==> config.mk <==
export PLATFORM = sky130hd
export DESIGN_NAME = fmb_tester_top
export DESIGN_NICKNAME = d
export VERILOG_FILES = /design/src/design/fmb_pkg.sv /design/src/design/mem_cmd_if.sv /design/src/design/ddr_reset_sequencer.sv /design/src/design/mem_test_ctrl.sv /design/src/design/axi_burst_writer.sv /design/src/design/axi_burst_reader.sv /design/src/design/fmb_tester_top.sv
export VERILOG_INCLUDE_DIRS = /design/src /design/src/design
export SDC_FILE = /design/constraint.sdc
export NUM_CORES = 1
export LEC_CHECK = 0
export BUFFER_PORTS_ARGS = -buffer_cell sky130_fd_sc_hd__buf_2
export CAP_MARGIN = 10
export CORE_AREA = 2 2 104 106
export CTS_CLUSTER_SIZE = 25
export DETAILED_ROUTE_END_ITERATION = 10
export DIE_AREA = 0 0 106 108
export GPL_ROUTABILITY_DRIVEN = 0
export HOLD_SLACK_MARGIN = 0.05
export PLACE_DENSITY = 0.76
export SLEW_MARGIN = 10
export SYNTH_ARGS = -nofsm -noshare
export SYNTH_HDL_FRONTEND = slang
export SYNTH_SLANG_ARGS = --single-unit
==> constraint.sdc <==
create_clock -name iSCLK -period 2.06 [get_ports iSCLK]
set_clock_uncertainty 0.05 [all_clocks]
set_input_delay 0.412 -clock iSCLK [delete_from_list [all_inputs] [get_ports iSCLK]]
set_output_delay 0.412 -clock iSCLK [all_outputs]
set_load 0.01 [all_outputs]
==> src/design/fmb_consts.svh <==
// Shared constants for the memory tester: bus widths, burst shape and test region
`ifndef FMB_CONSTS_SVH
`define FMB_CONSTS_SVH

// AXI4 bus geometry
`define FMB_DATA_W          64
`define FMB_STRB_W          8
`define FMB_ADDR_W          33
`define FMB_ID_W            6

// One burst is 16 beats of 8 bytes
`define FMB_BURST_LEN       16
`define FMB_BURST_BYTES     128
// Region under test starts at address 0
`define FMB_TEST_BURSTS     8
`define FMB_PATTERN_SEED    64'hA5C3_5A3C_0F1E_2D4B
// Config reset hold after reset release
`define FMB_CFG_RST_CYCLES  16
`endif

==> src/design/fmb_pkg.sv <==
// Common types and the data pattern used by the memory tester
`default_nettype none
`include "fmb_consts.svh"

package fmb_pkg;

	// DDR controller bring-up steps
	typedef enum logic [1:0] {
		CFG_HOLD,
		CFG_START,
		CFG_WAIT_DONE,
		CFG_READY
	} cfg_state_e;

	// Test walk over the region
	typedef enum logic [2:0] {
		TST_IDLE,
		TST_WR_ISSUE,
		TST_WR_WAIT,
		TST_RD_ISSUE,
		TST_RD_WAIT,
		TST_PASS,
		TST_FAIL
	} test_state_e;

	// AXI BRESP / RRESP codes
	typedef enum logic [1:0] {
		RESP_OKAY   = 2'b00,
		RESP_EXOKAY = 2'b01,
		RESP_SLVERR = 2'b10,
		RESP_DECERR = 2'b11
	} axi_resp_e;

	// Expected beat data, byte address folded into a fixed seed
	function automatic logic [`FMB_DATA_W-1:0] fmb_pattern(input logic [`FMB_ADDR_W-1:0] addr);
		return {{(`FMB_DATA_W-`FMB_ADDR_W){1'b0}}, addr} ^ `FMB_PATTERN_SEED;
	endfunction

endpackage

`default_nettype wire

==> src/design/mem_cmd_if.sv <==
// Command handshake between the test controller and one AXI burst engine
`timescale 1ns/1ns
`default_nettype none
`include "fmb_consts.svh"

interface mem_cmd_if;
	// Controller side, one-cycle start with the burst base address
	logic                   start;
	logic [`FMB_ADDR_W-1:0] base_addr;
	// Engine side, error only meaningful with done
	logic                   done;
	logic                   error;

	modport ctrl (
		output start,
		output base_addr,
		input  done,
		input  error
	);

	// Engine samples base_addr in the start cycle
	modport engine (
		input  start,
		input  base_addr,
		output done,
		output error
	);
endinterface

`default_nettype wire

==> src/design/ddr_reset_sequencer.sv <==
// Reset synchronizer and DDR controller bring-up: config reset, calibration start, AXI reset
`timescale 1ns/1ns
`default_nettype none
`include "fmb_consts.svh"

module ddr_reset_sequencer (
	input  wire  iSCLK,
	input  wire  qLocked,
	input  wire  i_ddr_cfg_done,
	output logic o_ddr_cfg_reset,
	output logic o_ddr_cfg_start,
	output logic o_ddr_axi_rstn,
	output logic o_cfg_done,
	output logic o_srst_n
);
	import fmb_pkg::*;

	localparam int HOLD_W = $clog2(`FMB_CFG_RST_CYCLES);
	localparam logic [HOLD_W-1:0] HOLD_LAST = HOLD_W'(`FMB_CFG_RST_CYCLES - 1);

	logic [1:0]        sync_q;
	cfg_state_e        state;
	logic [HOLD_W-1:0] hold_cnt;

	// ------------------------------------------------------------------
	// Two-flop release of the lock reset
	// ------------------------------------------------------------------
	always_ff @(posedge iSCLK or negedge qLocked)
	begin
		if (!qLocked)
			sync_q <= 2'b00;
		else
			sync_q <= {sync_q[0], 1'b1};
	end

	assign o_srst_n = sync_q[1];

	// ------------------------------------------------------------------
	// Bring-up FSM
	// ------------------------------------------------------------------
	always_ff @(posedge iSCLK or negedge qLocked)
	begin
		if (!qLocked)
		begin
			state    <= CFG_HOLD;
			hold_cnt <= '0;
		end
		else if (!o_srst_n)
		begin
			state    <= CFG_HOLD;
			hold_cnt <= '0;
		end
		else
		begin
			case (state)
				// Config reset held for a fixed count
				CFG_HOLD:
					if (hold_cnt == HOLD_LAST)
						state <= CFG_START;
					else
						hold_cnt <= hold_cnt + 1'b1;
				CFG_START:
					state <= CFG_WAIT_DONE;
				// Calibration running
				CFG_WAIT_DONE:
					if (i_ddr_cfg_done)
						state <= CFG_READY;
				default:
					state <= CFG_READY;
			endcase
		end
	end

	assign o_ddr_cfg_reset = (state == CFG_HOLD);
	assign o_ddr_cfg_start = (state == CFG_START) || (state == CFG_WAIT_DONE);
	// AXI side leaves reset with the done flag
	assign o_ddr_axi_rstn  = (state == CFG_READY);
	assign o_cfg_done      = (state == CFG_READY);

	a_no_reset_with_start: assert property (@(posedge iSCLK) disable iff (!qLocked)
		!(o_ddr_cfg_start && o_ddr_cfg_reset));

endmodule

`default_nettype wire

==> src/design/mem_test_ctrl.sv <==
// Test controller: write phase then read-back phase over the region, burst by burst
`timescale 1ns/1ns
`default_nettype none
`include "fmb_consts.svh"

module mem_test_ctrl (
	input  wire         iSCLK,
	input  wire         qLocked,
	input  wire         i_srst_n,
	input  wire         i_cfg_done,
	mem_cmd_if.ctrl     wr_cmd,
	mem_cmd_if.ctrl     rd_cmd,
	output logic        o_test_run,
	output logic        o_test_fail,
	output logic        o_test_done
);
	import fmb_pkg::*;

	localparam int CNT_W = $clog2(`FMB_TEST_BURSTS);
	localparam int BB_W  = $clog2(`FMB_BURST_BYTES);
	localparam logic [CNT_W-1:0] LAST_BURST = CNT_W'(`FMB_TEST_BURSTS - 1);

	test_state_e            state;
	logic [CNT_W-1:0]       burst_cnt;
	logic [`FMB_ADDR_W-1:0] burst_addr;
	logic                   wr_busy;
	logic                   rd_busy;

	// Burst base, counter times burst size
	assign burst_addr = {{(`FMB_ADDR_W-CNT_W-BB_W){1'b0}}, burst_cnt, {BB_W{1'b0}}};

	always_ff @(posedge iSCLK or negedge qLocked)
	begin
		if (!qLocked)
		begin
			state     <= TST_IDLE;
			burst_cnt <= '0;
		end
		else if (!i_srst_n)
			state <= TST_IDLE;
		else
		begin
			case (state)
				TST_IDLE:
					if (i_cfg_done)
					begin
						state     <= TST_WR_ISSUE;
						burst_cnt <= '0;
					end
				TST_WR_ISSUE:
					state <= TST_WR_WAIT;
				TST_WR_WAIT:
					if (wr_cmd.done)
					begin
						// Any write error stops the run
						if (wr_cmd.error)
							state <= TST_FAIL;
						else if (burst_cnt == LAST_BURST)
						begin
							state     <= TST_RD_ISSUE;
							burst_cnt <= '0;
						end
						else
						begin
							state     <= TST_WR_ISSUE;
							burst_cnt <= burst_cnt + 1'b1;
						end
					end
				TST_RD_ISSUE:
					state <= TST_RD_WAIT;
				TST_RD_WAIT:
					if (rd_cmd.done)
					begin
						if (rd_cmd.error)
							state <= TST_FAIL;
						else if (burst_cnt == LAST_BURST)
							state <= TST_PASS;
						else
						begin
							state     <= TST_RD_ISSUE;
							burst_cnt <= burst_cnt + 1'b1;
						end
					end
				// Pass and fail hold until the next reset
				TST_PASS:
					state <= TST_PASS;
				TST_FAIL:
					state <= TST_FAIL;
				default:
					state <= TST_IDLE;
			endcase
		end
	end

	assign wr_cmd.start     = (state == TST_WR_ISSUE);
	assign wr_cmd.base_addr = burst_addr;
	assign rd_cmd.start     = (state == TST_RD_ISSUE);
	assign rd_cmd.base_addr = burst_addr;

	// Status for the LEDs
	assign o_test_run  = (state != TST_IDLE) && (state != TST_PASS) && (state != TST_FAIL);
	assign o_test_fail = (state == TST_FAIL);
	assign o_test_done = (state == TST_PASS) || (state == TST_FAIL);

	// Engine busy from start until its done pulse
	always_ff @(posedge iSCLK or negedge qLocked)
	begin
		if (!qLocked)
		begin
			wr_busy <= 1'b0;
			rd_busy <= 1'b0;
		end
		else
		begin
			wr_busy <= wr_cmd.start | (wr_busy & ~wr_cmd.done);
			rd_busy <= rd_cmd.start | (rd_busy & ~rd_cmd.done);
		end
	end

	a_wr_one_cmd: assert property (@(posedge iSCLK) disable iff (!i_srst_n)
		wr_cmd.start |-> !wr_busy);
	a_rd_one_cmd: assert property (@(posedge iSCLK) disable iff (!i_srst_n)
		rd_cmd.start |-> !rd_busy);

endmodule

`default_nettype wire

==> src/design/axi_burst_writer.sv <==
// AXI4 write master: one INCR burst of pattern data per command, then the response check
`timescale 1ns/1ns
`default_nettype none
`include "fmb_consts.svh"

module axi_burst_writer (
	input  wire                     iSCLK,
	input  wire                     qLocked,
	input  wire                     i_srst_n,
	mem_cmd_if.engine               cmd,
	output logic [`FMB_ID_W-1:0]    o_awid,
	output logic [`FMB_ADDR_W-1:0]  o_awaddr,
	output logic [7:0]              o_awlen,
	output logic [2:0]              o_awsize,
	output logic [1:0]              o_awburst,
	output logic                    o_awvalid,
	input  wire                     i_awready,
	output logic [`FMB_DATA_W-1:0]  o_wdata,
	output logic [`FMB_STRB_W-1:0]  o_wstrb,
	output logic                    o_wlast,
	output logic                    o_wvalid,
	input  wire                     i_wready,
	input  wire  [1:0]              i_bresp,
	input  wire                     i_bvalid,
	output logic                    o_bready
);
	import fmb_pkg::*;

	localparam int BEAT_W = $clog2(`FMB_BURST_LEN);
	localparam int OFF_W  = $clog2(`FMB_STRB_W);
	localparam logic [BEAT_W-1:0] LAST_BEAT = BEAT_W'(`FMB_BURST_LEN - 1);

	typedef enum logic [1:0] {
		W_IDLE,
		W_ADDR,
		W_DATA,
		W_RESP
	} wr_state_e;

	wr_state_e              state;
	logic [`FMB_ADDR_W-1:0] base_q;
	logic [BEAT_W-1:0]      beat;
	logic [`FMB_ADDR_W-1:0] beat_addr;
	logic                   w_hs;
	logic [BEAT_W-1:0]      w_hs_cnt;

	// Byte address of the current beat
	assign beat_addr = base_q + {{(`FMB_ADDR_W-BEAT_W-OFF_W){1'b0}}, beat, {OFF_W{1'b0}}};

	// Fixed burst shape, full strobes, ID 0
	assign o_awid    = '0;
	assign o_awaddr  = base_q;
	assign o_awlen   = 8'(`FMB_BURST_LEN - 1);
	assign o_awsize  = 3'(OFF_W);
	assign o_awburst = 2'b01;
	assign o_awvalid = (state == W_ADDR);
	assign o_wdata   = fmb_pattern(beat_addr);
	assign o_wstrb   = '1;
	assign o_wlast   = (beat == LAST_BEAT);
	assign o_wvalid  = (state == W_DATA);
	assign o_bready  = (state == W_RESP);
	assign w_hs      = o_wvalid && i_wready;

	always_ff @(posedge iSCLK or negedge qLocked)
	begin
		if (!qLocked)
		begin
			state     <= W_IDLE;
			beat      <= '0;
			cmd.done  <= 1'b0;
			cmd.error <= 1'b0;
		end
		else if (!i_srst_n)
		begin
			state    <= W_IDLE;
			cmd.done <= 1'b0;
		end
		else
		begin
			cmd.done <= 1'b0;
			case (state)
				W_IDLE:
					if (cmd.start)
					begin
						state <= W_ADDR;
						beat  <= '0;
					end
				W_ADDR:
					if (i_awready)
						state <= W_DATA;
				// Data only after the address handshake
				W_DATA:
					if (i_wready)
					begin
						if (o_wlast)
							state <= W_RESP;
						else
							beat <= beat + 1'b1;
					end
				W_RESP:
					if (i_bvalid)
					begin
						state     <= W_IDLE;
						cmd.done  <= 1'b1;
						cmd.error <= (i_bresp != RESP_OKAY);
					end
				default:
					state <= W_IDLE;
			endcase
		end
	end

	// Burst base taken in the start cycle
	always_ff @(posedge iSCLK)
	begin
		if ((state == W_IDLE) && cmd.start)
			base_q <= cmd.base_addr;
	end

	// Running beat count over all bursts, last must land on every 16th
	always_ff @(posedge iSCLK or negedge qLocked)
	begin
		if (!qLocked)
			w_hs_cnt <= '0;
		else if (w_hs)
			w_hs_cnt <= w_hs_cnt + 1'b1;
	end

	a_wlast_final: assert property (@(posedge iSCLK) disable iff (!i_srst_n)
		w_hs |-> (o_wlast == (w_hs_cnt == LAST_BEAT)));

endmodule

`default_nettype wire

==> src/design/axi_burst_reader.sv <==
// AXI4 read master: one burst per command, every beat compared against the pattern
`timescale 1ns/1ns
`default_nettype none
`include "fmb_consts.svh"

module axi_burst_reader (
	input  wire                     iSCLK,
	input  wire                     qLocked,
	input  wire                     i_srst_n,
	mem_cmd_if.engine               cmd,
	output logic [`FMB_ID_W-1:0]    o_arid,
	output logic [`FMB_ADDR_W-1:0]  o_araddr,
	output logic [7:0]              o_arlen,
	output logic [2:0]              o_arsize,
	output logic [1:0]              o_arburst,
	output logic                    o_arvalid,
	input  wire                     i_arready,
	input  wire  [`FMB_DATA_W-1:0]  i_rdata,
	input  wire  [1:0]              i_rresp,
	input  wire                     i_rlast,
	input  wire                     i_rvalid,
	output logic                    o_rready
);
	import fmb_pkg::*;

	localparam int BEAT_W = $clog2(`FMB_BURST_LEN);
	localparam int OFF_W  = $clog2(`FMB_STRB_W);
	localparam logic [BEAT_W-1:0] LAST_BEAT = BEAT_W'(`FMB_BURST_LEN - 1);

	typedef enum logic [1:0] {
		R_IDLE,
		R_ADDR,
		R_DATA
	} rd_state_e;

	rd_state_e              state;
	logic [`FMB_ADDR_W-1:0] base_q;
	logic [BEAT_W-1:0]      beat;
	logic [`FMB_ADDR_W-1:0] beat_addr;
	logic                   final_beat;
	logic                   beat_bad;
	logic                   err_acc;

	assign beat_addr  = base_q + {{(`FMB_ADDR_W-BEAT_W-OFF_W){1'b0}}, beat, {OFF_W{1'b0}}};
	assign final_beat = (beat == LAST_BEAT);
	// Data, response and last position all checked per beat
	assign beat_bad   = (i_rdata != fmb_pattern(beat_addr)) || (i_rresp != RESP_OKAY) ||
		(i_rlast != final_beat);

	assign o_arid    = '0;
	assign o_araddr  = base_q;
	assign o_arlen   = 8'(`FMB_BURST_LEN - 1);
	assign o_arsize  = 3'(OFF_W);
	assign o_arburst = 2'b01;
	assign o_arvalid = (state == R_ADDR);
	// Always ready through the data phase
	assign o_rready  = (state == R_DATA);

	always_ff @(posedge iSCLK or negedge qLocked)
	begin
		if (!qLocked)
		begin
			state     <= R_IDLE;
			beat      <= '0;
			err_acc   <= 1'b0;
			cmd.done  <= 1'b0;
			cmd.error <= 1'b0;
		end
		else if (!i_srst_n)
		begin
			state    <= R_IDLE;
			cmd.done <= 1'b0;
		end
		else
		begin
			cmd.done <= 1'b0;
			case (state)
				R_IDLE:
					if (cmd.start)
					begin
						state   <= R_ADDR;
						beat    <= '0;
						err_acc <= 1'b0;
					end
				R_ADDR:
					if (i_arready)
						state <= R_DATA;
				R_DATA:
					if (i_rvalid)
					begin
						err_acc <= err_acc | beat_bad;
						// Early rlast also ends the burst, already flagged
						if (i_rlast || final_beat)
						begin
							state     <= R_IDLE;
							cmd.done  <= 1'b1;
							cmd.error <= err_acc | beat_bad;
						end
						else
							beat <= beat + 1'b1;
					end
				default:
					state <= R_IDLE;
			endcase
		end
	end

	always_ff @(posedge iSCLK)
	begin
		if ((state == R_IDLE) && cmd.start)
			base_q <= cmd.base_addr;
	end

	// Address request held steady until accepted
	a_arvalid_hold: assert property (@(posedge iSCLK) disable iff (!i_srst_n)
		(o_arvalid && !i_arready) |=> (o_arvalid && $stable(o_araddr)));

endmodule

`default_nettype wire

==> src/design/fmb_tester_top.sv <==
// Memory tester top: lock reset, DDR bring-up, write/read-back engines and status LEDs
`timescale 1ns/1ns
`default_nettype none
`include "fmb_consts.svh"

module fmb_tester_top (
	input  wire                     iSCLK,
	input  wire                     i_pb_sw,
	input  wire                     i_pll_bl1_locked,
	input  wire                     i_pll_tl2_locked,
	// DDR controller config
	input  wire                     i_ddr_cfg_done,
	output logic                    o_ddr_cfg_reset,
	output logic                    o_ddr_cfg_start,
	output logic                    o_ddr_axi_rstn,
	// AXI4 write channels
	output logic [`FMB_ID_W-1:0]    o_awid,
	output logic [`FMB_ADDR_W-1:0]  o_awaddr,
	output logic [7:0]              o_awlen,
	output logic [2:0]              o_awsize,
	output logic [1:0]              o_awburst,
	output logic                    o_awvalid,
	input  wire                     i_awready,
	output logic [`FMB_DATA_W-1:0]  o_wdata,
	output logic [`FMB_STRB_W-1:0]  o_wstrb,
	output logic                    o_wlast,
	output logic                    o_wvalid,
	input  wire                     i_wready,
	input  wire  [1:0]              i_bresp,
	input  wire                     i_bvalid,
	output logic                    o_bready,
	// AXI4 read channels
	output logic [`FMB_ID_W-1:0]    o_arid,
	output logic [`FMB_ADDR_W-1:0]  o_araddr,
	output logic [7:0]              o_arlen,
	output logic [2:0]              o_arsize,
	output logic [1:0]              o_arburst,
	output logic                    o_arvalid,
	input  wire                     i_arready,
	input  wire  [`FMB_DATA_W-1:0]  i_rdata,
	input  wire  [1:0]              i_rresp,
	input  wire                     i_rlast,
	input  wire                     i_rvalid,
	output logic                    o_rready,
	// cfg start, cfg done, run, fail, done
	output logic [4:0]              o_led
);
	logic qLocked;
	logic srst_n;
	logic cfg_done;
	logic test_run;
	logic test_fail;
	logic test_done;

	// Any switch or PLL drop resets the whole tester
	assign qLocked = &{i_pb_sw, i_pll_bl1_locked, i_pll_tl2_locked};

	mem_cmd_if wr_cmd ();
	mem_cmd_if rd_cmd ();

	// ------------------------------------------------------------------
	// Bring-up, test walk, bus engines
	// ------------------------------------------------------------------
	ddr_reset_sequencer u_ddr_reset_sequencer (
		.*,
		.o_cfg_done (cfg_done),
		.o_srst_n   (srst_n)
	);

	mem_test_ctrl u_mem_test_ctrl (
		.iSCLK       (iSCLK),
		.qLocked     (qLocked),
		.i_srst_n    (srst_n),
		.i_cfg_done  (cfg_done),
		.wr_cmd      (wr_cmd),
		.rd_cmd      (rd_cmd),
		.o_test_run  (test_run),
		.o_test_fail (test_fail),
		.o_test_done (test_done)
	);

	axi_burst_writer u_axi_burst_writer (
		.*,
		.i_srst_n (srst_n),
		.cmd      (wr_cmd)
	);

	axi_burst_reader u_axi_burst_reader (
		.*,
		.i_srst_n (srst_n),
		.cmd      (rd_cmd)
	);

	assign o_led = {test_done, test_fail, test_run, cfg_done, o_ddr_cfg_start};

endmodule

`default_nettype wire

## After elaboration in Yosys (flattened, before gate mapping)

Cells that the tools add are included.

- Bits in registers: 37
- Input bits: 79
- Output and inout bits: 190
- Word-level logic and storage cells: 161

- $add $sub $neg: 6
- Eq/ne operators: 50
- Multiplexer cells: 55
- Bitwise gates (word level): 3
- Reduce and logical (&&, ||, !) cells: 31

Operator list:

| cell | number |
|---|---|
| $ne A64 B64 Y1 | 1 |
| $not A16 Y32 | 2 |
| $mux W3 | 14 |
| $mux W4 | 9 |
| $ne A3 B3 Y1 const B | 11 |
| $mux W2 | 15 |
| $add A10 B7 Y11 | 2 |
| $pmux W3 S7 | 1 |
| $ne A2 B2 Y1 const B | 9 |
| $pmux W4 S2 | 2 |
| $ne A3 B2 Y1 const B | 5 |
| $reduce_and A5 Y1 | 3 |
| $add A4 B1 Y4 const B | 3 |
| $eq A3 B3 Y1 const B | 4 |
| $eq A4 B4 Y1 const B | 3 |
| $pmux W2 S3 | 2 |
| $reduce_and A4 Y1 | 3 |
| $eq A2 B2 Y1 const B | 5 |
| $ne A2 B1 Y1 const B | 5 |
| $mux W1 | 9 |
| $pmux W3 S3 | 1 |
| $reduce_and A3 Y1 | 3 |
| $pmux W2 S4 | 1 |
| $reduce_and A8 Y1 | 1 |
| other kinds (14) | 31 |

## Logic depth before layout (Yosys ltp)

Gate-level depths: netlist of run 1.

- Depth after elaboration: 8
- Gate-level depth with buffers: 8
- Depth with buffers taken out: 8

## Modules after synthesis

From an unflattened synthesis of run 1, not the netlist that was laid out.

- Cell total of the unflattened synthesis: 691
- Area total of the unflattened synthesis: 7075.5 um^2

By module, submodules not included:

| module | times used | cells each | area an instance (um^2) | sequential area each (um^2) |
|---|---|---|---|---|
| axi_burst_reader | 1 | 274 | 2875.3 | 1216.2 |
| axi_burst_writer | 1 | 246 | 2732.6 | 1191.1 |
| mem_test_ctrl | 1 | 124 | 989.7 | 150.1 |
| ddr_reset_sequencer | 1 | 41 | 434.2 | 200.2 |
| fmb_tester_top | 1 | 6 | 43.8 | 0.0 |

## Worst setup path before layout of run 1

OpenSTA, ideal clock, no wires.

- Kind: register -> register
- Start: register u_mem_test_ctrl.burst_cnt[0]
- End: register u_mem_test_ctrl.burst_cnt[0]
- Library setup time: 0.125 ns
- Arrival time: 1.774 ns
- Required time: 1.885 ns
- Slack: 0.111 ns
- Cell stages (with the launch flop): 7
- Path buffers: 0
- Period minus slack after synthesis: 1.949 ns
- Cells stage by stage: dfrtp_1 ha_1 ha_1 nor3_1 nor2_1 or4_4 mux2_4

- Longest elaborated chain between the ends: 5
- Elaborated cells on any way between the ends: 11
- Those cells by class: add/sub (1); eq/ne (2); mux (7); reduce/logical (1)

RTL lines:

| what | RTL line | RTL |
|---|---|---|
| start, declared | mem_test_ctrl.sv:24 | `logic [CNT_W-1:0] burst_cnt;` |
| start signal, assigned | mem_test_ctrl.sv:66 | `burst_cnt <= burst_cnt + 1'b1;` |
| start signal, assigned | mem_test_ctrl.sv:81 | `burst_cnt <= burst_cnt + 1'b1;` |
| $add A3 B1 Y3 or $eq A3 B3 Y1 (tied branches) | n/a |  |
| $mux W3, on equally long branches | mem_test_ctrl.sv:76, mem_test_ctrl.sv:58 |  |
| $mux W3, on equally long branches | mem_test_ctrl.sv:74, mem_test_ctrl.sv:56 |  |
| $mux W3, on equally long branches | mem_test_ctrl.sv:72, mem_test_ctrl.sv:53 |  |
| $pmux W3 S3 | mem_test_ctrl.sv:43 | `case (state)` |

Parallel ways exist; a longest one is shown, timed or not. The select of a mux whose other input is x is not followed.
A chain may end at the register's enable or synchronous reset.

## Worst setup path after layout of run 1

- Start: register u_mem_test_ctrl.burst_cnt[1]
- End: register u_mem_test_ctrl.burst_cnt[1]

The elaborated chain is that of the path after synthesis.

==> flow_results.xml, run 1 <==
<?xml version="1.0" encoding="UTF-8"?>
<metrics>
  <group name="outcome">
    <metric name="result_of_the_run" unit="">finished clean</metric>
  </group>
  <group name="yosys">
    <metric name="postSynthRegisterBits" unit="">37</metric>
    <metric name="synth.cell_area" unit="um^2">3521</metric>
    <metric name="synth_edf_count" unit="">6</metric>
    <metric name="ys_dominant_reg_cell" unit="">dfrtp_1</metric>
    <metric name="synth.avg_cell_area" unit="um^2">8.802</metric>
    <metric name="synth_cells" unit="">400</metric>
    <metric name="yosysWarnings" unit="">0</metric>
    <metric name="synth_cell_types" unit="">47</metric>
    <metric name="async_sr_flop_fraction" unit="">0.8378</metric>
    <metric name="sequential_to_total_area_share_from_yosys_stat" unit="">0.2715</metric>
  </group>
  <group name="floorplan">
    <metric name="core" unit="um^2">10230</metric>
    <metric name="floorplan.die.height" unit="um">108</metric>
    <metric name="die_width" unit="um">106</metric>
    <metric name="fp-row-count" unit="">37</metric>
    <metric name="initial_core_util" unit="">0.3441</metric>
    <metric name="die_outline_area" unit="um^2">11450</metric>
    <metric name="floorplan.io_pins" unit="">269</metric>
  </group>
  <group name="detailed_routing">
    <metric name="route.final.wire_length" unit="mm">7.171</metric>
    <metric name="num_vias" unit="">2457</metric>
    <metric name="wire_per_inst" unit="um">11.07</metric>
    <metric name="detailed_router_iteration_count_before_antenna_repair" unit="">6</metric>
    <metric name="avgViaCountPerCell" unit="">3.792</metric>
    <metric name="antenna_violating_nets_post_route" unit="">0</metric>
    <metric name="drt_iter0_drc" unit="">84</metric>
    <metric name="drc_errors" unit="">0</metric>
  </group>
  <group name="critical_path">
    <metric name="timing_worst_setup_path_type" unit="">register to register</metric>
    <metric name="cp_data_arrival_time" unit="ns">2.05</metric>
    <metric name="critical_path.startpoint_type" unit="">register</metric>
    <metric name="timing.critical_path.required" unit="ns">2.18</metric>
    <metric name="endpoint_kind" unit="">register</metric>
    <metric name="timing.critical_path.fanout_max" unit="">4</metric>
  </group>
  <group name="global_routing">
    <metric name="grt.total_usage" unit="">0.1077</metric>
    <metric name="global_route.overflow_total" unit="">0</metric>
    <metric name="antenna_violations_before_repair" unit="">2</metric>
    <metric name="grt_first_pass_wirelength" unit="mm">9.722</metric>
    <metric name="vias_in_the_first_global_route" unit="">2116</metric>
    <metric name="grt_max_degree" unit="">32</metric>
  </group>
  <group name="place">
    <metric name="dpl-instance-area" unit="um^2">3582</metric>
    <metric name="io_port_bufs" unit="">105</metric>
    <metric name="detailed_place_hpwl" unit="mm">6.126</metric>
    <metric name="place_ws" unit="ns">0.07834</metric>
  </group>
  <group name="cells_and_area">
    <metric name="most_frequent_cells_in_the_layout" unit="">164 x conb_1, 105 x buf_2, 30 x dfrtp_1, 24 x nor2_1, 20 x inv_1</metric>
    <metric name="final_nets" unit="">602</metric>
    <metric name="postLayoutCellArea" unit="um^2">3744</metric>
    <metric name="mostFrequentLayoutCell" unit="">conb_1</metric>
    <metric name="area_delta_synth_final" unit="%">6.325</metric>
    <metric name="post_route_cells_drive_above_1_share" unit="">0.2725</metric>
  </group>
  <group name="clock_tree">
    <metric name="cts.clk_slew.worst_paths" unit="ns">0.08</metric>
    <metric name="ctsLongestPathBuffers" unit="">2</metric>
    <metric name="postCtsHoldBufs" unit="">0</metric>
    <metric name="cts-buffers-inserted" unit="">5</metric>
    <metric name="clkLatencyLatePin" unit="ns">0.29</metric>
    <metric name="cts.root.buffer_cell" unit="">clkbuf_8</metric>
    <metric name="cts_sinks" unit="">37</metric>
    <metric name="cts-htree-levels" unit="">2</metric>
    <metric name="cts_tree" unit="">done</metric>
  </group>
  <group name="flow_run">
    <metric name="max_cap_viol_count" unit="">0</metric>
  </group>
  <group name="power_and_ir_drop">
    <metric name="power.leakage" unit="nW">2.043</metric>
    <metric name="vdd_ir_drop_max" unit="mV">0.3871</metric>
    <metric name="pwr_density_cell" unit="nW/um^2">443.5</metric>
  </group>
  <group name="timing">
    <metric name="total_negative_slack" unit="ns">0</metric>
    <metric name="timing.final.max_slew_violations" unit="">0</metric>
    <metric name="layout_worst_path_cycle_share" unit="">0.9354</metric>
    <metric name="slew-limit-headroom" unit="">0.6614</metric>
    <metric name="post-route-min-period" unit="ns">1.927</metric>
    <metric name="max_freq" unit="MHz">519.0</metric>
    <metric name="post-route-worst-setup-slack" unit="ns">0.1331</metric>
    <metric name="max_slew.worst_pin.slew" unit="ns">0.5056</metric>
    <metric name="setup_repair_after_global_routing_missed_its_margin" unit="">no</metric>
    <metric name="report.final.hold_viol_count" unit="">0</metric>
    <metric name="setup_violations" unit="">0</metric>
  </group>
  <group name="hold_path">
    <metric name="hold_class" unit="">input pin to async pin</metric>
  </group>
</metrics>
[worst max-delay path, cell delays in order (launching register included)]
cell and delay, ns:
dfrtp_1 0.41, ha_1 0.20, ha_2 0.18, nor3_2 0.14, nor2_1 0.06, or4_4 0.45, mux2_4 0.31
[cells by family after synthesis]
| group | Yosys count | share of synthesized area |
|---|---|---|
| buffers and inverters | 199 | 0.3977 |
| and+or+nand+nor | 87 | 0.1407 |
| DFF | 37 | 0.2715 |
| AOI/OAI and AO/OA | 36 | 0.06859 |
| xor gates and xnor gates | 16 | 0.03980 |
| adders and majority gates | 14 | 0.04975 |
| muxes | 9 | 0.02985 |
| other | 2 | 0.002133 |
[cell type report]
type | instances | area (um^2)
diodes | 2 | 5.005
fillers | 1076 | 6487
clock buffers | 7 | 86.33
inverters | 20 | 75.07
multi-input cells | 326 | 1789
clock inverters | 1 | 30.03
repair buffers | 119 | 630.6
flip-flops and latches | 37 | 957.2
well taps | 136 | 170.2
[path summary, 6_finish.rpt]
path,from,to,slack [ns],depth (start not counted)
worst max-delay path,u_mem_test_ctrl.burst_cnt[1]$_DFFE_PN0P_,u_mem_test_ctrl.burst_cnt[1]$_DFFE_PN0P_,0.13,6
worst min-delay path,i_pll_bl1_locked,u_axi_burst_reader.cmd.done$_DFF_PN0_,0.21,3
worst max register to register,u_mem_test_ctrl.burst_cnt[1]$_DFFE_PN0P_,u_mem_test_ctrl.burst_cnt[1]$_DFFE_PN0P_,0.13,6
worst min register to register,u_ddr_reset_sequencer.sync_q[0]$_DFF_PN0_,u_ddr_reset_sequencer.sync_q[1]$_DFF_PN0_,0.30,0
max in group asynchronous,i_pll_tl2_locked,u_mem_test_ctrl.state[0]$_DFFE_PN0P_,1.41,3
min in group iSCLK,u_ddr_reset_sequencer.sync_q[0]$_DFF_PN0_,u_ddr_reset_sequencer.sync_q[1]$_DFF_PN0_,0.30,0
[through the flow]
stage / hold slack, ns / utilization / instances / total power, mW
floorplan: 0.2812 / - / 562 / 1.167
finish: 0.2146 / 0.3659 / 648 / 1.660
detailed placement: 0.2847 / 0.3501 / 635 / 1.026
global placement: 0.2827 / 0.3501 / 635 / 1.023
CTS: 0.2339 / 0.3615 / 643 / 1.668
global route: 0.2610 / 0.3659 / 648 / 1.743
[per-layer routing]
layer,GRT usage,routed length [um],up-vias
li1,-,-,1215
met1,0.1136,2515,1117
met2,0.2060,3888,117
met3,0.03376,646,8
met4,0.03008,121,0
met5,0,0,-
[synth_stat cells, types with 3 or more instances]
cell type	instances	area, um^2
nor2_1	24	90.09
a21oi_1	10	50.05
and3_1	3	18.77
nor2b_1	4	25.02
mux2_4	3	45.04
xnor2_1	10	87.58
nor3b_1	4	30.03
nor4b_1	4	35.03
buf_4	173	1299
nand4_1	5	31.28
dfrtp_1	31	775.7
inv_1	20	75.07
xor2_1	6	52.55
nor3_1	9	45.04
nand4b_1	5	43.79
ha_1	14	175.2
a211oi_1	6	45.04
buf_2	3	15.01
mux2i_1	6	60.06
nand3_1	10	50.05
edfxtp_1	6	180.2
o21ai_0	5	25.02
nand2_1	7	26.28
[sequential cells by signal, summed over array words and instances (netlist names), 3 cells and up]
name / flops
u_axi_burst_writer.o_awaddr: 3
u_axi_burst_writer.beat: 4
u_axi_burst_reader.beat: 4
u_mem_test_ctrl.state: 3
u_axi_burst_reader.o_araddr: 3
u_ddr_reset_sequencer.hold_cnt: 4
u_mem_test_ctrl.burst_cnt: 3
[report_power, final]
| part | internal [mW] | leakage [nW] | switching, mW |
|---|---|---|---|
| clock | 0.395 | 0.0585 | 0.246 |
| sequential | 0.747 | 0.468 | 0.00677 |
| combinational | 0.0748 | 1.52 | 0.191 |
| total | 1.22 | 2.04 | 0.444 |
[timing repair]
item                                    in CTS  in global routing
endpoints found under the setup margin       0                  8
buffers inserted                             0                  3
resized for setup                            0                  5
Note: power is estimated with default switching activity, not from simulation.
==> inputs of run 2 (changes only) <==
- clock period: 2.06 -> 1.61 ns (I/O delays scaled with it)
==> flow_results.xml, run 2 (synthesis results as in run 1) <==
<?xml version="1.0" encoding="UTF-8"?>
<metrics>
  <group name="outcome">
    <metric name="result_of_the_run" unit="">complete, but fails checks</metric>
    <metric name="failing_checks" unit="">negative setup slack</metric>
  </group>
  <group name="place">
    <metric name="detailed_place_hpwl" unit="mm">6.359</metric>
    <metric name="place_ws" unit="ns">-0.2963</metric>
    <metric name="dpl-instance-area" unit="um^2">3931</metric>
    <metric name="io_port_bufs" unit="">105</metric>
  </group>
  <group name="clock_tree">
    <metric name="cts.clk_slew.worst_paths" unit="ns">0.07</metric>
    <metric name="cts_tree" unit="">done</metric>
    <metric name="cts-buffers-inserted" unit="">5</metric>
    <metric name="cts-htree-levels" unit="">2</metric>
    <metric name="postCtsHoldBufs" unit="">0</metric>
    <metric name="cts.root.buffer_cell" unit="">clkbuf_8</metric>
    <metric name="cts_sinks" unit="">37</metric>
    <metric name="ctsLongestPathBuffers" unit="">2</metric>
    <metric name="clkLatencyLatePin" unit="ns">0.28</metric>
  </group>
  <group name="global_routing">
    <metric name="grt_first_pass_wirelength" unit="mm">10.98</metric>
    <metric name="grt_max_degree" unit="">32</metric>
    <metric name="antenna_violations_before_repair" unit="">2</metric>
    <metric name="vias_in_the_first_global_route" unit="">2419</metric>
    <metric name="grt.total_usage" unit="">0.1221</metric>
    <metric name="global_route.overflow_total" unit="">0</metric>
  </group>
  <group name="timing">
    <metric name="total_negative_slack" unit="ns">-2.257</metric>
    <metric name="report.final.hold_viol_count" unit="">0</metric>
    <metric name="setup_repair_after_global_routing_missed_its_margin" unit="">yes</metric>
    <metric name="layout_worst_path_cycle_share" unit="">1.143</metric>
    <metric name="max_freq" unit="MHz">543.3</metric>
    <metric name="timing.final.max_slew_violations" unit="">0</metric>
    <metric name="post-route-min-period" unit="ns">1.841</metric>
    <metric name="worst_hold_margin" unit="ns">0.1375</metric>
    <metric name="setup_violations" unit="">17</metric>
    <metric name="post-route-worst-setup-slack" unit="ns">-0.2306</metric>
  </group>
  <group name="floorplan">
    <metric name="core" unit="um^2">10230</metric>
    <metric name="floorplan.die.height" unit="um">108</metric>
    <metric name="die_outline_area" unit="um^2">11450</metric>
    <metric name="initial_core_util" unit="">0.3441</metric>
    <metric name="floorplan.io_pins" unit="">269</metric>
    <metric name="die_width" unit="um">106</metric>
    <metric name="fp-row-count" unit="">37</metric>
  </group>
  <group name="power_and_ir_drop">
    <metric name="power.leakage" unit="nW">2.248</metric>
    <metric name="pwr_density_cell" unit="nW/um^2">455.7</metric>
    <metric name="vdd_ir_drop_max" unit="mV">0.3150</metric>
  </group>
  <group name="critical_path">
    <metric name="critical_path.startpoint_type" unit="">register</metric>
    <metric name="timing.critical_path.fanout_max" unit="">4</metric>
    <metric name="timing_worst_setup_path_type" unit="">register to primary output</metric>
    <metric name="launching_point_of_the_worst_reg2reg_path" unit="">u_mem_test_ctrl.state[1]$_DFFE_PN0P_</metric>
    <metric name="crit_top_cell" unit="">buf_6</metric>
    <metric name="cp_slowest_cell" unit="">dfrtp_1</metric>
    <metric name="crit_path_cell_trace" unit="">buf_6 &gt; buf_6 &gt; buf_8 &gt; xnor2_4 &gt; nor2_4 &gt; nor2_1 &gt; buf_2</metric>
    <metric name="cp_data_arrival_time" unit="ns">1.47</metric>
    <metric name="critical-path-max-stage-delay" unit="ns">0.40</metric>
    <metric name="endpoint_kind" unit="">primary output</metric>
    <metric name="crit_start" unit="">u_mem_test_ctrl.state[1]$_DFFE_PN0P_</metric>
    <metric name="worst_r2r_path_depth" unit="">6</metric>
    <metric name="timing.critical_path.required" unit="ns">1.24</metric>
  </group>
  <group name="detailed_routing">
    <metric name="met3_length" unit="um">540</metric>
    <metric name="topRoutingLayerUsed" unit="">met4</metric>
    <metric name="drc_errors" unit="">0</metric>
    <metric name="antenna_violating_nets_post_route" unit="">0</metric>
    <metric name="dr_wl_met2" unit="mm">4.497</metric>
    <metric name="wl_met1" unit="mm">2.769</metric>
    <metric name="avgViaCountPerCell" unit="">3.880</metric>
    <metric name="drt_iter0_drc" unit="">72</metric>
    <metric name="route.final.wire_length" unit="mm">7.998</metric>
    <metric name="detailed_router_iteration_count_before_antenna_repair" unit="">5</metric>
    <metric name="num_vias" unit="">2673</metric>
    <metric name="wire_per_inst" unit="um">11.61</metric>
  </group>
  <group name="hold_path">
    <metric name="hold_class" unit="">input pin to async pin</metric>
  </group>
  <group name="cells_and_area">
    <metric name="final_nets" unit="">643</metric>
    <metric name="final.fill_count" unit="">1049</metric>
    <metric name="area.sequential" unit="um^2">958.4</metric>
    <metric name="area_of_the_multi_input_gates" unit="um^2">2032</metric>
    <metric name="largest_registers" unit="">u_axi_burst_reader.beat x4, u_axi_burst_writer.beat x4, u_ddr_reset_sequencer.hold_cnt x4</metric>
    <metric name="postLayoutCellArea" unit="um^2">4348</metric>
    <metric name="post_route_cells_drive_above_1_share" unit="">0.3975</metric>
    <metric name="most_frequent_cells_in_the_layout" unit="">164 x conb_1, 102 x buf_2, 42 x buf_4, 29 x dfrtp_1, 20 x nor2_1</metric>
    <metric name="mostFrequentLayoutCell" unit="">conb_1</metric>
    <metric name="final_core_util" unit="">0.4250</metric>
    <metric name="area_delta_synth_final" unit="%">23.49</metric>
  </group>
  <group name="flow_run">
    <metric name="max_cap_viol_count" unit="">0</metric>
  </group>
</metrics>
[run 2: layout make-up]
type	instances	area share
inverters	20	0.01899
repair buffers	160	0.2322
flip-flops and latches	37	0.2204
multi-input cells	326	0.4673
well taps	136	0.03914
clock buffers	8	0.02072
diodes	2	0.001151
[run 2: worst paths after layout]
check / endpoint / slack (ns)
max in group asynchronous: u_mem_test_ctrl.state[0]$_DFFE_PN0P_ / 1.04
worst max-delay path: o_led[2] / -0.23
worst min-delay path: u_axi_burst_writer.cmd.done$_DFF_PN0_ / 0.14
min in group iSCLK: u_axi_burst_reader.state[1]$_DFFE_PN0P_ / 0.24
worst max register to register: u_mem_test_ctrl.burst_cnt[2]$_DFFE_PN0P_ / -0.23
worst min register to register: u_ddr_reset_sequencer.sync_q[1]$_DFF_PN0_ / 0.31
[run 2: per-stage QoR]
step / power, mW / cells
floorplan: 1.498 / 562
global placement: 1.320 / 668
detailed placement: 1.325 / 668
CTS: 1.989 / 683
global route: 2.083 / 689
finish: 1.981 / 689
[run 2: routing by layer]
metal / global-route usage / up-vias
met1: 0.1246 / 1246
met2: 0.2424 / 121
met4: 0.04511 / 0
met5: 0 / -
li1: - / 1298
met3: 0.02652 / 8
[run 2: critical path: cells and delay by family, from the launching register on]
family / cells / cell delay [ns]
XOR/XNOR: 1 / 0.15
buffers and inverters: 4 / 0.51
flip-flops: 1 / 0.40
AND/OR/NAND/NOR: 2 / 0.12
[run 2: report_power, final]
part	internal, mW	switching (mW)
Clock	0.349	0.309
Combinational	0.102	0.256
Sequential	0.956	0.00871
Total	1.41	0.574
[run 2: repair_timing]
item                                    4_1_cts  5_1_grt
resized for setup                            31       26
cloned                                        0        0
pin swaps                                    19        6
setup buffers                                 7        4
endpoints found under the setup margin       29       37
==> inputs of run 3 (changes only) <==
- ABC_AREA: default -> 1
- clock period: 1.61 -> 2 ns (I/O delays scaled with it)
==> flow_results.xml, run 3 <==
<?xml version="1.0" encoding="UTF-8"?>
<metrics>
  <group name="detailed_routing">
    <metric name="drc_errors" unit="">0</metric>
    <metric name="num_vias" unit="">2853</metric>
    <metric name="antenna_violating_nets_post_route" unit="">0</metric>
    <metric name="route.final.wire_length" unit="mm">7.331</metric>
    <metric name="wire_per_inst" unit="um">9.508</metric>
    <metric name="detailed_router_iteration_count_before_antenna_repair" unit="">4</metric>
    <metric name="avgViaCountPerCell" unit="">3.700</metric>
    <metric name="drt_iter0_drc" unit="">97</metric>
  </group>
  <group name="cells_and_area">
    <metric name="most_frequent_cells_in_the_layout" unit="">164 x conb_1, 105 x buf_2, 83 x nand2_1, 72 x inv_1, 57 x nor2_1</metric>
    <metric name="final.fill_count" unit="">1110</metric>
    <metric name="post_route_cells_drive_above_1_share" unit="">0.2094</metric>
    <metric name="area_delta_synth_final" unit="%">2.847</metric>
    <metric name="antenna-diode-count" unit="">0</metric>
    <metric name="mostFrequentLayoutCell" unit="">conb_1</metric>
    <metric name="largest_registers" unit="">u_axi_burst_reader.beat x4, u_axi_burst_writer.beat x4, u_ddr_reset_sequencer.hold_cnt x4</metric>
    <metric name="final_nets" unit="">727</metric>
  </group>
  <group name="timing">
    <metric name="worst_hold_margin" unit="ns">0.2115</metric>
    <metric name="setup_violations" unit="">0</metric>
    <metric name="report.final.hold_viol_count" unit="">0</metric>
    <metric name="setup_repair_after_global_routing_missed_its_margin" unit="">no</metric>
    <metric name="total_negative_slack" unit="ns">0</metric>
    <metric name="max_freq" unit="MHz">558.7</metric>
    <metric name="layout_worst_path_cycle_share" unit="">0.8949</metric>
    <metric name="post-route-min-period" unit="ns">1.790</metric>
    <metric name="timing.final.max_slew_violations" unit="">0</metric>
  </group>
  <group name="yosys">
    <metric name="synth.avg_cell_area" unit="um^2">7.118</metric>
    <metric name="synth.most_common_cell" unit="">buf_4</metric>
    <metric name="ys_dominant_reg_cell" unit="">dfrtp_1</metric>
    <metric name="async_sr_flop_fraction" unit="">0.8378</metric>
    <metric name="synth_top_cells_by_area" unit="">buf_4 34%, dfrtp_1 21%, nand2_1 8.2%, inv_1 7.1%, nor2_1 5.7%</metric>
    <metric name="synth_cell_types" unit="">33</metric>
    <metric name="synth_cells" unit="">531</metric>
    <metric name="synth_cell_count_leaders" unit="">172 x buf_4, 83 x nand2_1, 72 x inv_1, 57 x nor2_1, 31 x dfrtp_1</metric>
    <metric name="yosysWarnings" unit="">0</metric>
    <metric name="synth_edf_count" unit="">6</metric>
    <metric name="yosysTopAreaCell" unit="">buf_4</metric>
    <metric name="sequential_to_total_area_share_from_yosys_stat" unit="">0.2529</metric>
    <metric name="synth_top_cell_area_share" unit="">0.3416</metric>
    <metric name="synth.cell_area" unit="um^2">3780</metric>
    <metric name="postSynthRegisterBits" unit="">37</metric>
  </group>
  <group name="global_routing">
    <metric name="vias_in_the_first_global_route" unit="">2454</metric>
    <metric name="global_route.overflow_total" unit="">0</metric>
    <metric name="grt_first_pass_wirelength" unit="mm">10.69</metric>
    <metric name="grt_max_degree" unit="">32</metric>
    <metric name="antenna_violations_before_repair" unit="">0</metric>
    <metric name="grt.total_usage" unit="">0.1152</metric>
  </group>
  <group name="clock_tree">
    <metric name="cts_tree" unit="">done</metric>
    <metric name="clkLatencyLatePin" unit="ns">0.28</metric>
    <metric name="cts-htree-levels" unit="">2</metric>
    <metric name="ctsResizeCount" unit="">0</metric>
    <metric name="postCtsHoldBufs" unit="">0</metric>
    <metric name="ctsLongestPathBuffers" unit="">2</metric>
    <metric name="post-cts-setup-buffers" unit="">0</metric>
    <metric name="cts.root.buffer_cell" unit="">clkbuf_8</metric>
    <metric name="cts-buffers-inserted" unit="">5</metric>
    <metric name="cts.clk_slew.worst_paths" unit="ns">0.07</metric>
    <metric name="cts_sinks" unit="">37</metric>
  </group>
  <group name="power_and_ir_drop">
    <metric name="pwr_density_cell" unit="nW/um^2">739.2</metric>
    <metric name="internal_power" unit="mW">1.613</metric>
    <metric name="power.leakage" unit="nW">2.388</metric>
    <metric name="power.sequential.fraction" unit="">0.379</metric>
    <metric name="vdd_ir_drop_max" unit="mV">0.5950</metric>
    <metric name="power.net_switching" unit="mW">1.261</metric>
    <metric name="clock_power_share" unit="">0.173</metric>
    <metric name="swShare" unit="">0.4388</metric>
    <metric name="p_comb_frac" unit="">0.448</metric>
  </group>
  <group name="critical_path">
    <metric name="cp_data_arrival_time" unit="ns">1.34</metric>
    <metric name="crit_path_cell_trace" unit="">inv_2 &gt; nand2_2 &gt; inv_1 &gt; nand2_1 &gt; nand2_1 &gt; nor2_1 &gt; buf_2</metric>
    <metric name="timing.critical_path.fanout_max" unit="">4</metric>
    <metric name="cp_slowest_cell" unit="">dfrtp_1</metric>
    <metric name="critical_path.startpoint_type" unit="">register</metric>
    <metric name="timing_worst_setup_path_type" unit="">register to primary output</metric>
    <metric name="cp.buffers_inverters" unit="">3</metric>
    <metric name="endpoint_kind" unit="">primary output</metric>
    <metric name="cp.depth" unit="">7</metric>
    <metric name="crit_top_cell" unit="">nand2_1</metric>
    <metric name="worst_path_dominant_cell_family" unit="">flip-flops</metric>
    <metric name="timing.critical_path.required" unit="ns">1.55</metric>
    <metric name="critical-path-max-stage-delay" unit="ns">0.41</metric>
    <metric name="worst_r2r_path_depth" unit="">8</metric>
  </group>
  <group name="floorplan">
    <metric name="fp-row-count" unit="">37</metric>
    <metric name="die_outline_area" unit="um^2">11450</metric>
    <metric name="initial_core_util" unit="">0.3695</metric>
    <metric name="floorplan.io_pins" unit="">269</metric>
    <metric name="floorplan.die.height" unit="um">108</metric>
    <metric name="die_width" unit="um">106</metric>
    <metric name="core" unit="um^2">10230</metric>
  </group>
  <group name="hold_path">
    <metric name="hold_class" unit="">input pin to async pin</metric>
  </group>
  <group name="place">
    <metric name="detailed_place_hpwl" unit="mm">6.331</metric>
    <metric name="io_port_bufs" unit="">105</metric>
  </group>
  <group name="flow_run">
    <metric name="max_cap_viol_count" unit="">0</metric>
  </group>
  <group name="outcome">
    <metric name="result_of_the_run" unit="">finished clean</metric>
  </group>
</metrics>
-- run 3: changes by cell type after synthesis, sizes merged, moves of 5 or more --
cell | previous run | this run
nand4b | 5 | 0
nand2 | 7 | 88
mux2i | 6 | 0
o21ai | 6 | 23
a211oi | 6 | 0
nor2 | 24 | 61
nand3 | 10 | 27
nor3 | 9 | 2
xnor2 | 10 | 1
inv | 20 | 76
-- run 3: final cells by class --
| type | count | area, um^2 | area share |
|---|---|---|---|
| inverter | 77 | 290.3 | 0.07467 |
| clock inverter | 2 | 10.01 | 0.002575 |
| timing repair buffer | 108 | 548.0 | 0.1410 |
| clock buffer | 6 | 72.57 | 0.01867 |
| sequential | 37 | 955.9 | 0.2459 |
| multi-input combinational | 405 | 1841 | 0.4734 |
| tap | 136 | 170.2 | 0.04377 |
-- run 3: layer usage --
| layer | track usage | part of all wire | wire, um |
|---|---|---|---|
| met5 | 0 | 0 | 0 |
| met4 | 0.01692 | 0.0033 | 24 |
| met3 | 0.02592 | 0.073 | 535 |
| met2 | 0.2253 | 0.54 | 3956 |
| met1 | 0.1299 | 0.38 | 2814 |
-- run 3: through the flow --
step / power, mW / instance area, um^2 / setup WS, ns / instances / util
CTS: 2.885 / 3880 / 0.1813 / 770 / 0.3792
detailed placement: 2.375 / 3797 / 0.3088 / 762 / 0.3712
finish: 2.874 / 3887 / 0.2101 / 771 / 0.3800
global route: 3.154 / 3887 / 0.0009481 / 771 / 0.3800
floorplan: 2.277 / 4388 / 0.3986 / 693 / -
global placement: 2.353 / 3797 / 0.3177 / 762 / 0.3712
-- run 3: path summary, 6_finish.rpt --
kind / slack [ns] / start / to
max: 0.21 / u_mem_test_ctrl.state[0]$_DFFE_PN0P_ / o_led[2]
min reg2reg: 0.30 / u_ddr_reset_sequencer.sync_q[0]$_DFF_PN0_ / u_ddr_reset_sequencer.sync_q[1]$_DFF_PN0_
min: 0.21 / i_pll_bl1_locked / u_mem_test_ctrl.state[2]$_DFFE_PN0P_
min in group iSCLK: 0.28 / i_bresp[0] / u_axi_burst_writer.cmd.error$_DFFE_PN0P_
max in group asynchronous: 1.38 / i_pll_tl2_locked / u_axi_burst_writer.cmd.done$_DFF_PN0_
max reg2reg: 0.30 / u_axi_burst_writer.state[0]$_DFFE_PN0P_ / u_axi_burst_writer.beat[0]$_DFFE_PN0P_
-- run 3: cells by family (layout without fill, tap and decap cells) --
kind of cell / Yosys count / in the layout / share of synthesized area
other: 2 / 164 / 0.001987
AND/OR/NAND/NOR: 184 / 184 / 0.2105
XOR/XNOR: 4 / 4 / 0.009270
buffers and inverters: 251 / 193 / 0.4211
AO/OA/AOI/OAI: 39 / 39 / 0.05793
adder cells (fa/ha/maj): 14 / 14 / 0.04634
flip-flops: 37 / 37 / 0.2529
-- run 3: power groups by stage --
stage	registers [mW]	logic, mW	clock network [mW]
5_1_grt	1.11	1.49	0.553
6_report	1.09	1.29	0.496
3_5_place_dp	1.11	1.27	0
2_1_floorplan	1.07	1.21	0
3_3_place_gp	1.10	1.25	0
4_1_cts	1.09	1.28	0.515
-- run 3: worst min-delay path, delay by kind of cell --
kind | cells | cell delay [ns]
buf+inv | 2 | 0.43
simple gates | 1 | 0.13
